[src/rtl/xm_pkg.sv]
// shared types for the host register block of the video controller
// compile first, modules pick it up by import
`default_nettype none

package xm_pkg;

    typedef logic [7:0]  byte_t;                // host bus byte
    typedef logic [15:0] word_t;                // register and vram word
    typedef logic [15:0] addr_t;                // vram word address

    localparam int INTR_BITS = 4;               // interrupt sources
    typedef logic [INTR_BITS-1:0] intr_t;

    localparam logic [3:0] WRMASK_RESET = 4'b1111;  // all nibbles written

    // host visible register numbers, others read zero
    typedef enum logic [3:0] {
        SYS_CTRL = 4'h0,                        // busy, write mask
        INT_CTRL = 4'h1,                        // intr mask / clear
        TIMER    = 4'h2,                        // tenth ms timer
        RD_INCR  = 4'h3,                        // read address step
        RD_ADDR  = 4'h4,                        // read address, odd byte starts read
        WR_INCR  = 4'h5,                        // write address step
        WR_ADDR  = 4'h6,                        // write address
        DATA     = 4'h7,                        // vram data window
        DATA_2   = 4'h8                         // alias of DATA
    } xm_reg_e;

    // one host byte access, strobes last a single cycle
    typedef struct packed {
        logic    wr;                            // write strobe
        logic    rd;                            // read strobe
        xm_reg_e reg_num;                       // register number
        logic    bytesel;                       // 0 = even (high) byte
        byte_t   data;                          // write data
    } host_bus_t;

    // vram request, held until ack
    typedef struct packed {
        logic       sel;                        // request active
        logic       wr;                         // 1 = write
        logic [3:0] wrmask;                     // nibble write enables
        addr_t      addr;
        word_t      data;                       // write data
    } vram_req_t;

    // register file settings used by the vram port
    typedef struct packed {
        word_t      rd_incr;
        word_t      wr_incr;
        logic [3:0] wrmask;
    } vram_cfg_t;

    // vram port state for host readback
    typedef struct packed {
        logic  busy;                            // access or increment pending
        addr_t rd_addr;
        addr_t wr_addr;
        word_t rd_data;                         // prefetched word
    } vram_view_t;

    typedef enum logic [1:0] {
        IDLE,
        READ,
        WRITE
    } vram_state_e;

endpackage

`default_nettype wire

[src/rtl/xm_reg_file.sv]
// host register file: increments, write mask, interrupt control, timer latch
// and the byte readback mux; vram addresses and data come from the vram port
`default_nettype none

module xm_reg_file (
    input  wire logic               clk,
    input  wire logic               reset_i,
    input  wire xm_pkg::host_bus_t  bus_i,          // host strobes and data
    input  wire xm_pkg::word_t      timer_i,        // live timer count
    input  wire xm_pkg::vram_view_t vram_view_i,    // vram port readback
    input  wire xm_pkg::intr_t      intr_status_i,  // pending interrupts
    output      xm_pkg::byte_t      bus_data_o,     // read data, valid while rd
    output      xm_pkg::vram_cfg_t  vram_cfg_o,     // incr and mask to vram port
    output      xm_pkg::intr_t      intr_mask_o,    // enabled interrupts
    output      xm_pkg::intr_t      intr_clear_o    // one cycle clear pulse
);
    import xm_pkg::*;

    vram_cfg_t  cfg_q;                  // rd/wr incr and nibble mask
    intr_t      intr_mask_q;
    byte_t      timer_lo_q;             // low byte held for a coherent pair
    word_t      rd_word;                // selected register before byte pick
    logic       timer_hi_rd;            // even byte read of TIMER

    assign vram_cfg_o  = cfg_q;
    assign intr_mask_o = intr_mask_q;

    assign timer_hi_rd = bus_i.rd && !bus_i.bytesel && (bus_i.reg_num == TIMER);

    always_ff @(posedge clk) begin
        if (reset_i) begin
            cfg_q.rd_incr <= '0;
            cfg_q.wr_incr <= '0;
            cfg_q.wrmask  <= WRMASK_RESET;
            intr_mask_q   <= '0;
            intr_clear_o  <= '0;
            timer_lo_q    <= '0;
        end else begin
            intr_clear_o <= '0;                     // strobe, one cycle only

            if (bus_i.wr) begin
                case (bus_i.reg_num)
                    SYS_CTRL: begin
                        if (bus_i.bytesel) begin
                            cfg_q.wrmask <= bus_i.data[3:0];   // odd byte holds mask
                        end
                    end
                    INT_CTRL: begin
                        if (!bus_i.bytesel) begin
                            intr_mask_q  <= bus_i.data[INTR_BITS-1:0];
                        end else begin
                            intr_clear_o <= bus_i.data[INTR_BITS-1:0];  // ack pending
                        end
                    end
                    RD_INCR: begin
                        if (!bus_i.bytesel) begin
                            cfg_q.rd_incr[15:8] <= bus_i.data;
                        end else begin
                            cfg_q.rd_incr[7:0]  <= bus_i.data;
                        end
                    end
                    WR_INCR: begin
                        if (!bus_i.bytesel) begin
                            cfg_q.wr_incr[15:8] <= bus_i.data;
                        end else begin
                            cfg_q.wr_incr[7:0]  <= bus_i.data;
                        end
                    end
                    default: begin
                        // vram registers live in the vram port
                    end
                endcase
            end

            if (timer_hi_rd) begin
                timer_lo_q <= timer_i[7:0];         // low byte frozen for next read
            end
        end
    end

    // readback word per register
    always_comb begin
        case (bus_i.reg_num)
            SYS_CTRL: rd_word = {vram_view_i.busy, 11'b0, cfg_q.wrmask};
            INT_CTRL: rd_word = {byte_t'(intr_mask_q), byte_t'(intr_status_i)};
            TIMER:    rd_word = {timer_i[15:8], timer_lo_q};   // live high, latched low
            RD_INCR:  rd_word = cfg_q.rd_incr;
            RD_ADDR:  rd_word = vram_view_i.rd_addr;
            WR_INCR:  rd_word = cfg_q.wr_incr;
            WR_ADDR:  rd_word = vram_view_i.wr_addr;
            DATA,
            DATA_2:   rd_word = vram_view_i.rd_data;            // prefetched word
            default:  rd_word = '0;
        endcase
    end

    // even byte is the high half
    always_comb begin
        if (bus_i.rd) begin
            bus_data_o = bus_i.bytesel ? rd_word[7:0] : rd_word[15:8];
        end else begin
            bus_data_o = '0;
        end
    end

    // clear is a single pulse even under back to back writes
    a_clear_one_cycle: assert property (
        @(posedge clk) disable iff (reset_i)
        (intr_clear_o != '0) |=> (intr_clear_o == '0)
    ) else $error("intr_clear_o held for more than one cycle");

endmodule

`default_nettype wire

[src/rtl/vram_port.sv]
// vram window: read/write address registers, access FSM with prefetch
// and the post-access address increment, two edges after the ack edge
`default_nettype none

module vram_port (
    input  wire logic               clk,
    input  wire logic               reset_i,
    input  wire xm_pkg::host_bus_t  bus_i,          // host strobes and data
    input  wire xm_pkg::vram_cfg_t  vram_cfg_i,     // incr and mask settings
    input  wire logic               vram_ack_i,     // access done this cycle
    input  wire xm_pkg::word_t      vram_data_i,    // read data, valid with ack
    output      xm_pkg::vram_req_t  vram_o,         // registered request
    output      xm_pkg::vram_view_t vram_view_o     // readback and busy
);
    import xm_pkg::*;

    vram_state_e state;
    vram_req_t   req_q;
    addr_t       rd_addr;
    addr_t       wr_addr;
    byte_t       data_even;             // high byte waiting for odd write
    word_t       rd_data;               // prefetched word
    word_t       incr_sum;              // next address, registered adder
    logic        incr_pend;             // set on the ack edge
    logic        incr_apply;            // sum ready, load on next edge
    logic        incr_rd;               // 1 = step rd_addr, 0 = wr_addr
    logic        busy;

    logic        is_data;               // DATA or DATA_2 selected
    logic        trig_rd_addr;          // odd write of RD_ADDR
    logic        trig_wr_data;          // odd write of data register
    logic        trig_prefetch;         // odd read of data register
    logic        trigger;

    assign is_data       = (bus_i.reg_num == DATA) || (bus_i.reg_num == DATA_2);
    assign trig_rd_addr  = bus_i.wr && bus_i.bytesel && (bus_i.reg_num == RD_ADDR);
    assign trig_wr_data  = bus_i.wr && bus_i.bytesel && is_data;
    assign trig_prefetch = bus_i.rd && bus_i.bytesel && is_data;
    assign trigger       = trig_rd_addr || trig_wr_data || trig_prefetch;

    assign busy = (state != IDLE) || incr_pend || incr_apply;   // through the increment

    assign vram_o      = req_q;
    assign vram_view_o = '{busy: busy, rd_addr: rd_addr, wr_addr: wr_addr, rd_data: rd_data};

    always_ff @(posedge clk) begin
        if (reset_i) begin
            state      <= IDLE;
            req_q.sel  <= 1'b0;
            req_q.wr   <= 1'b0;
            rd_addr    <= '0;
            wr_addr    <= '0;
            incr_pend  <= 1'b0;
            incr_apply <= 1'b0;
            incr_rd    <= 1'b0;
        end else begin
            incr_pend  <= 1'b0;
            incr_apply <= incr_pend;

            // access done, drop request and queue the increment
            if (vram_ack_i && state != IDLE) begin
                req_q.sel <= 1'b0;
                req_q.wr  <= 1'b0;
                state     <= IDLE;
                incr_pend <= 1'b1;
                incr_rd   <= (state == READ);
                if (state == READ) begin
                    rd_data <= vram_data_i;         // becomes DATA readback
                end
            end

            if (incr_pend) begin
                incr_sum <= incr_rd ? rd_addr + vram_cfg_i.rd_incr
                                    : wr_addr + vram_cfg_i.wr_incr;
            end

            if (incr_apply) begin
                if (incr_rd) begin
                    rd_addr <= incr_sum;
                end else begin
                    wr_addr <= incr_sum;
                end
            end

            // host address and data writes
            if (bus_i.wr) begin
                case (bus_i.reg_num)
                    RD_ADDR: begin
                        if (!bus_i.bytesel) begin
                            rd_addr[15:8] <= bus_i.data;
                        end else begin
                            rd_addr[7:0]  <= bus_i.data;
                        end
                    end
                    WR_ADDR: begin
                        if (!bus_i.bytesel) begin
                            wr_addr[15:8] <= bus_i.data;
                        end else begin
                            wr_addr[7:0]  <= bus_i.data;
                        end
                    end
                    DATA,
                    DATA_2: begin
                        if (!bus_i.bytesel) begin
                            data_even <= bus_i.data;    // wait for low half
                        end
                    end
                    default: begin
                    end
                endcase
            end

            if (trig_rd_addr || trig_prefetch) begin
                req_q.sel    <= 1'b1;
                req_q.wr     <= 1'b0;
                req_q.wrmask <= vram_cfg_i.wrmask;
                req_q.data   <= '0;
                // new address goes out directly on an RD_ADDR write
                req_q.addr   <= trig_rd_addr ? {rd_addr[15:8], bus_i.data} : rd_addr;
                state        <= READ;
            end

            if (trig_wr_data) begin
                req_q.sel    <= 1'b1;
                req_q.wr     <= 1'b1;
                req_q.wrmask <= vram_cfg_i.wrmask;
                req_q.addr   <= wr_addr;
                req_q.data   <= {data_even, bus_i.data};
                state        <= WRITE;
            end
        end
    end

    // host has to poll busy before starting another access
    a_no_trigger_busy: assert property (
        @(posedge clk) disable iff (reset_i)
        trigger |-> !busy
    ) else $error("vram access started while busy");

    // request held steady until the memory side acks
    a_req_stable: assert property (
        @(posedge clk) disable iff (reset_i)
        (vram_o.sel && !vram_ack_i) |=> (vram_o.sel && $stable(vram_o))
    ) else $error("vram request changed before ack");

    a_no_idle_ack: assert property (
        @(posedge clk) disable iff (reset_i)
        vram_ack_i |-> (state != IDLE)
    ) else $error("vram ack with no access outstanding");

endmodule

`default_nettype wire

[src/rtl/tenth_ms_timer.sv]
// free running tick counter at TICK_HZ from a CLK_HZ clock
// fractional divider so the clock need not be a multiple of the tick rate
`default_nettype none

module tenth_ms_timer #(
    parameter int CLK_HZ  = 25_000_000,     // input clock rate
    parameter int TICK_HZ = 10_000          // counter rate
) (
    input  wire logic           clk,
    input  wire logic           reset_i,
    output      xm_pkg::word_t  timer_o     // tick count that wraps at 16 bits
);
    import xm_pkg::*;

    // signed accumulator wide enough for -(CLK_HZ - TICK_HZ)
    localparam int ACC_BITS = $clog2(CLK_HZ) + 1;
    localparam logic [ACC_BITS-1:0] STEP_UP   = ACC_BITS'(TICK_HZ);
    localparam logic [ACC_BITS-1:0] STEP_TICK = ACC_BITS'(TICK_HZ - CLK_HZ);

    logic [ACC_BITS-1:0] acc;
    word_t               count;
    logic                tick;

    assign tick    = !acc[ACC_BITS-1];      // non-negative means a tick is due
    assign timer_o = count;

    always_ff @(posedge clk) begin
        if (reset_i) begin
            acc   <= '0;
            count <= '0;
        end else begin
            if (tick) begin
                acc   <= acc + STEP_TICK;   // pay back one whole tick
                count <= count + 1'b1;
            end else begin
                acc   <= acc + STEP_UP;
            end
        end
    end

    // accumulator stays between TICK_HZ - CLK_HZ and just below TICK_HZ
    a_acc_range: assert property (
        @(posedge clk) disable iff (reset_i)
        ($signed(acc) >= TICK_HZ - CLK_HZ) && ($signed(acc) < TICK_HZ)
    ) else $error("timer accumulator out of range");

endmodule

`default_nettype wire

[src/rtl/xm_regs_top.sv]
// top of the host register block: register file, vram port and timer
// clock rates set here and handed to the timer
`default_nettype none

module xm_regs_top #(
    parameter int CLK_HZ  = 25_000_000,     // system clock rate
    parameter int TICK_HZ = 10_000          // timer rate, tenth ms
) (
    input  wire logic               clk,
    input  wire logic               reset_i,
    input  wire xm_pkg::host_bus_t  bus_i,          // host byte access
    output      xm_pkg::byte_t      bus_data_o,     // host read data
    output      xm_pkg::vram_req_t  vram_o,         // vram request
    input  wire logic               vram_ack_i,
    input  wire xm_pkg::word_t      vram_data_i,
    input  wire xm_pkg::intr_t      intr_status_i,
    output      xm_pkg::intr_t      intr_mask_o,
    output      xm_pkg::intr_t      intr_clear_o
);
    import xm_pkg::*;

    word_t      timer;                  // live tick count
    vram_cfg_t  vram_cfg;               // register file to vram port
    vram_view_t vram_view;              // vram port back for readback

    xm_reg_file u_reg_file (
        .clk            (clk),
        .reset_i        (reset_i),
        .bus_i          (bus_i),
        .timer_i        (timer),
        .vram_view_i    (vram_view),
        .intr_status_i  (intr_status_i),
        .bus_data_o     (bus_data_o),
        .vram_cfg_o     (vram_cfg),
        .intr_mask_o    (intr_mask_o),
        .intr_clear_o   (intr_clear_o)
    );

    vram_port u_vram_port (
        .clk            (clk),
        .reset_i        (reset_i),
        .bus_i          (bus_i),
        .vram_cfg_i     (vram_cfg),
        .vram_ack_i     (vram_ack_i),
        .vram_data_i    (vram_data_i),
        .vram_o         (vram_o),
        .vram_view_o    (vram_view)
    );

    tenth_ms_timer #(
        .CLK_HZ         (CLK_HZ),
        .TICK_HZ        (TICK_HZ)
    ) u_timer (
        .clk            (clk),
        .reset_i        (reset_i),
        .timer_o        (timer)
    );

endmodule

`default_nettype wire

[config.mk]
export PLATFORM = sky130hd
export DESIGN_NAME = xm_regs_top
export DESIGN_NICKNAME = d
export VERILOG_FILES = /design/src/rtl/xm_pkg.sv /design/src/rtl/xm_reg_file.sv /design/src/rtl/vram_port.sv /design/src/rtl/tenth_ms_timer.sv /design/src/rtl/xm_regs_top.sv
export SDC_FILE = /design/constraint.sdc
export NUM_CORES = 1
export LEC_CHECK = 0
export ABC_AREA = 1
export BUFFER_PORTS_ARGS = -buffer_cell sky130_fd_sc_hd__clkbuf_2
export CAP_MARGIN = 10
export CORE_MARGIN = 3
export CORE_UTILIZATION = 43
export DETAILED_ROUTE_END_ITERATION = 10
export PLACE_DENSITY = 0.68
export SLEW_MARGIN = 0
export SYNTH_ARGS = -nofsm -noshare
export SYNTH_HDL_FRONTEND = slang
export SYNTH_SLANG_ARGS = --single-unit
[constraint.sdc]
create_clock -name clk -period 2.63 [get_ports clk]
set_input_delay 0.526 -clock clk [delete_from_list [all_inputs] [get_ports clk]]
set_output_delay 0.526 -clock clk [all_outputs]
set_load 0.01 [all_outputs]
## Word level (Yosys, flattened, before mapping)

Index checks and enable logic that the tools add are counted.

| storage, ports and cells | value |
|---|---|
| register bits after elaboration | 209 |
| input bits | 38 |
| output and inout bits | 54 |
| logic and storage cells | 98 |

| cells by class | value |
|---|---|
| add/subtract/negate cells | 5 |
| eq/ne operators | 9 |
| mux-type cells | 24 |
| bitwise gates (word level) | 4 |
| reduce and logical (&&, ||, !) cells | 31 |

Operators with widths:

| kind | number |
|---|---|
| two-way mux 16 bit | 9 |
| case mux 16 bit (8 select lines) | 1 |
| two-way mux 38 bit | 2 |
| two-way mux 8 bit | 7 |
| adder 16 bit | 2 |
| adder 26 x 14 -> 26 bit, second input constant | 1 |
| adder 26 bit, second input constant | 1 |
| two-way mux 26 bit | 1 |
| AND reduction 3 bit | 7 |
| adder 16 x 1 -> 16 bit, second input constant | 1 |
| equality test 4 x 3 -> 1 bit, second input constant | 4 |
| equality test 4 x 2 -> 1 bit, second input constant | 2 |
| logical AND 1 bit | 8 |
| two-way mux 2 bit | 3 |
| nonzero test 2 bit | 3 |
| equality test 4 x 1 -> 1 bit, second input constant | 1 |
| equality test 4 bit, second input constant | 1 |
| zero test 4 bit | 1 |
| logical OR 1 bit | 4 |
| NOT 1 bit | 4 |
| AND reduction 2 bit | 2 |
| AND reduction 4 bit | 1 |
| OR reduction 2 bit | 2 |
| OR reduction 4 bit | 1 |
| 4 further kinds | 4 |

## Longest topological paths before layout

| logic depth | value |
|---|---|
| depth in word-level cells | 6 |
| depth in mapped cells | 13 |
| gate-level depth less buffers | 13 |

## Hierarchy

From an unflattened synthesis, not the netlist that was laid out.

| second synthesis, totals | value |
|---|---|
| cells, all modules | 1,676 |
| area, all modules | 11,698.7 sq um |

By module, submodules not included:

| module | instances | cells each | area each (sq um) |
|---|---|---|---|
| vram_port | 1 | 833 | 6,413.7 |
| xm_reg_file | 1 | 480 | 2,989.1 |
| tenth_ms_timer | 1 | 363 | 2,296.0 |

## Worst setup path after synthesis

OpenSTA, ideal clock, no wires.

| timing | value |
|---|---|
| path type | in2reg |
| start point | in reset_i |
| end point | reg u_vram_port.rd_data[0] (enable) |
| setup time | 0.433 ns |
| data arrival time | 2.398 ns |
| data required time | 2.197 ns |
| slack | -0.201 ns |
| stages on the path | 2 |
| path buffers | 1 |
| cell sequence | clkbuf_1 > nor4_1 |

| between the ends | value |
|---|---|
| longest elaborated chain between the ends | 2 |

Ends and longest elaborated chain:

| element | RTL line | source |
|---|---|---|
| from (decl) | xm_regs_top.sv:10 | `input wire logic reset_i,` |
| NOT 1 bit (no line) | -- |  |
| AND reduction 3 bit (no line) | -- |  |
| to (signal assigned) | vram_port.sv:68 | `rd_data <= vram_data_i;` |
| to (decl) | vram_port.sv:22 | `word_t rd_data;` |

No other way between the ends.
A chain may end at the register's enable or synchronous reset.

## Final worst setup path

| timing | value |
|---|---|
| start point | in bus_i[9] (netlist bit) |
| end point | out bus_data_o[4] |

| between the ends | value |
|---|---|
| longest elaborated chain between the ends | 5 |
| elaborated cells between the ends (all ways) | 13 |
| classes of those cells | 8 x eq/ne; 3 x mux; 2 x reduce/logical |

Ends and longest elaborated chain:

| element | RTL line | source |
|---|---|---|
| from (decl) | xm_regs_top.sv:11 | `input wire xm_pkg::host_bus_t bus_i,` |
| equality test 4 x 3 -> 1 bit / equality test 4 bit (equally long branches) | xm_reg_file.sv:83 | `case (bus_i.reg_num)` |
| OR reduction 2 bit | xm_reg_file.sv:83 |  |
| case mux 16 bit (8 select lines) * | xm_reg_file.sv:83 |  |
| two-way mux 8 bit * | xm_reg_file.sv:100 | `bus_data_o = bus_i.bytesel ? rd_word[7:0] : rd_word[15:8];` |
| two-way mux 8 bit * | xm_reg_file.sv:99 | `if (bus_i.rd) begin` |
| to (decl) | xm_regs_top.sv:12 | `output xm_pkg::byte_t bus_data_o,` |

Every way passes the cells marked *; elsewhere a longest branch is shown, timed or not.

==> flow_summary.toml <==
[clock_network]
cts_tree = "built"
clockBufferDepth = 3
cts.sinks = 204
post_cts_buffers = 0
cts_buffers = 23
root_buffer = "clkbuf_16"
worstSkewPairLatency_ns = 0.52
htree_levels = 1
ctsHoldBuffers = 0
cts.clk_slew.worst_paths_ns = 0.06

[critical_path]
crit_top_cell = "nor2_1"
required_ns = 2.10
startpoint_type = "input pin"
slowest_delay_ns = 0.21
r2r-start = "u_timer.acc[25]"
rr_worst_depth = 11
end_kind = "primary output"
crit_start = "bus_i[9]"
crit_type = "in2out"
cp.arrival_ns = 1.98
path_cells = "clkbuf_2 > inv_1 > nor2_1 > nand2_2 > buf_4 > o21ai_0 > nor2_1 > nand2_1 > nand2_1 > nor2_1 > clkbuf_2"
crit_fanout = 8
slowest_stage = "o21ai_0"

[logic_synthesis]
syn_nets = 1681
syn_area_sq_um = 11300
ys_ff_latch = 204
ys_seq_area_frac = 0.428
syn_area_per_cell_sq_um = 7.06
synthMuxAreaShare = 0
yosys.area_share.xor_xnor = 0.00697
ys.flop_type = "dfxtp_1"
synthAdderAreaFrac = 0.0467
synth-edff-count = 76
async_flop_share = 0
synth_top_family_by_area = "simple AND/OR/NAND/NOR gates"
synth_compound_area_frac = 0.142
yosysWarnings = 0
postSynthCellCount = 1602
synth-simple-area-share = 0.274
yosys.cell_types.count = 45

[power]
powerDensity_nw_per_um2 = 568
power.leakage_nw = 6.06
ir_worst_vdd_uv = 465

[routing]
vias = 10900
wl_um = 36000
drc = 0
postRouteAntennaNets = 0
avgViaCountPerCell = 5.30
wire_per_inst_um = 17.5
drt_iter0_drc = 1058
firstDrtPassIters = 7

[die]
num_io_pins = 92
fp.dieW_um = 168
die_area_sq_um = 28300
core-area_sq_um = 25500
rows = 58
die_h_um = 168
initial_utilization = 0.443

[timing]
tightestPinTransition_ns = 0.974
period_needed_ns = 2.50
clock_skew_ns = 0.0187
maxSlewHeadroom = 0.349
fmax_ghz = 0.399
finalHoldViolCount = 0
whs_ns = 0.184
fin_ws_ns = 0.126
drv_slew = 0
rsz0062_at_grt = "true"
finalSetupViolations = 0
finalCritPeriodShare = 0.952

[placement]
hpwl_um = 27700
portBuffers = 91
place_ws_ns = 0.118
gp_congestion = 0.959

[finish]
area_growth_pct = 15.2
multi_input_area_sq_um = 5340
seqCellArea_sq_um = 4840
final_common_cell = "nand2_1"
num-nets-final = 1788
antenna_cells = 0
final_cell_mix = "nand2_1, inv_1, nor2_1"
fillerInstances = 2538
final_layout_size_suffix_gt1_frac = 0.113

[global_route]
antenna_found_initial = 0
grt.total_usage = 0.246
grt_pass1_vias = 9883
overflow = 0
grt_pass1_wl_um = 55100
grt_start_max_net_pins = 37

[run_status]
outcome = "complete, no violations"

[hold_path]
hold_start = "vram_data_i[1]"
min_path_type = "in2reg"
holdPathStages = 1

[job]
max_cap_viol_count = 0
## stage by stage
step	std cells	area (sq um)	utilization	TNS (ns)	power, mW
final	2056	13000	0.510	0	7.41
after global routing	2056	13000	0.510	-0.0242	7.68
after CTS	2056	13000	0.510	0	7.44
after detailed placement	2014	12300	0.480	0	4.20
after global placement	2014	12300	0.480	0	4.19
after floorplan	1602	11300	-	0	3.96
## layout make-up
| class | instances | share of cell area |
|---|---|---|
| Sequential cell | 204 | 0.372 |
| Inverter | 242 | 0.0699 |
| Clock inverter | 14 | 0.0121 |
| Timing Repair Buffer | 131 | 0.0589 |
| Multi-Input combinational cell | 1107 | 0.410 |
| Clock buffer | 28 | 0.0463 |
| Tap cell | 330 | 0.0317 |
## synth_stat cells, types with 2 or more instances
library cell	instances	area share
buf_1	7	0.0023
o2111ai_1	3	0.0023
o22ai_1	4	0.0022
nor2_2	3	0.0017
inv_2	4	0.0013
buf_4	5	0.0033
a211oi_1	17	0.011
inv_1	235	0.078
buf_6	4	0.0040
nor3_1	15	0.0066
o21ai_0	136	0.060
ha_1	39	0.043
clkinv_1	2	0.00066
edfxtp_1	76	0.20
o21ai_2	2	0.0015
and2_1	5	0.0028
nand3b_1	8	0.0053
o21ai_1	3	0.0013
nand3_1	88	0.039
buf_2	12	0.0053
nand3_2	2	0.0018
o211ai_1	7	0.0046
dfxtp_1	128	0.23
xnor2_1	2	0.0015
clkbuf_1	21	0.0070
nand4_1	11	0.0061
nor2_4	2	0.0020
a21oi_1	117	0.052
fa_1	2	0.0035
nor2_1	164	0.054
nand2_1	457	0.15
nand2_2	2	0.0011
xor2_1	7	0.0054
## power breakdown
group | switching [mW] | internal (mW)
logic | 0.497 | 0.231
clock network | 1.31 | 1.94
registers | 0.0717 | 3.35
## per-layer routing
metal	part of all wire	vias up	wire [um]	global-route usage
li1	-	5378	-	-
met1	0.44	4981	15700	0.356
met2	0.44	469	15900	0.387
met3	0.10	64	3630	0.0427
met4	0.021	0	748	0.0509
met5	0	-	0	0
## worst max-delay path, delay by kind of cell
kind / cells / cell delay [ns]
simple gates: 6 / 0.69
buf+inv: 4 / 0.56
compound gates: 1 / 0.21
## worst paths after layout
check                            to  slack, ns
max                   bus_data_o[4]       0.13
min          u_vram_port.rd_data[1]       0.18
max reg2reg         u_timer.acc[20]       0.42
min reg2reg          u_timer.acc[4]       0.45
## cell families (layout without fill, tap and decap cells)
kind of cell	Yosys count	after routing
buf+inv	291	415
simple gates	760	760
compound gates	297	297
fa+ha+maj	41	41
flops	204	204
xor+xnor	9	9
## repair_timing
item	4_1_cts	5_1_grt
gates resized for setup	1	7
setup endpoints to repair	1	8
hold endpoints to repair	0	0
## sequential cells by signal, summed over array words and instances (netlist names), 4 cells and up
register	flops
u_reg_file.intr_clear_o	4
u_reg_file.intr_mask_o	4
u_reg_file.timer_lo_q	8
u_reg_file.vram_cfg_o	36
u_timer.acc	22
u_timer.timer_o	16
u_vram_port.data_even	8
u_vram_port.incr_sum	16
u_vram_port.rd_addr	16
u_vram_port.rd_data	16
u_vram_port.vram_o	38
u_vram_port.wr_addr	16
Power figures use the tool's default switching activity.
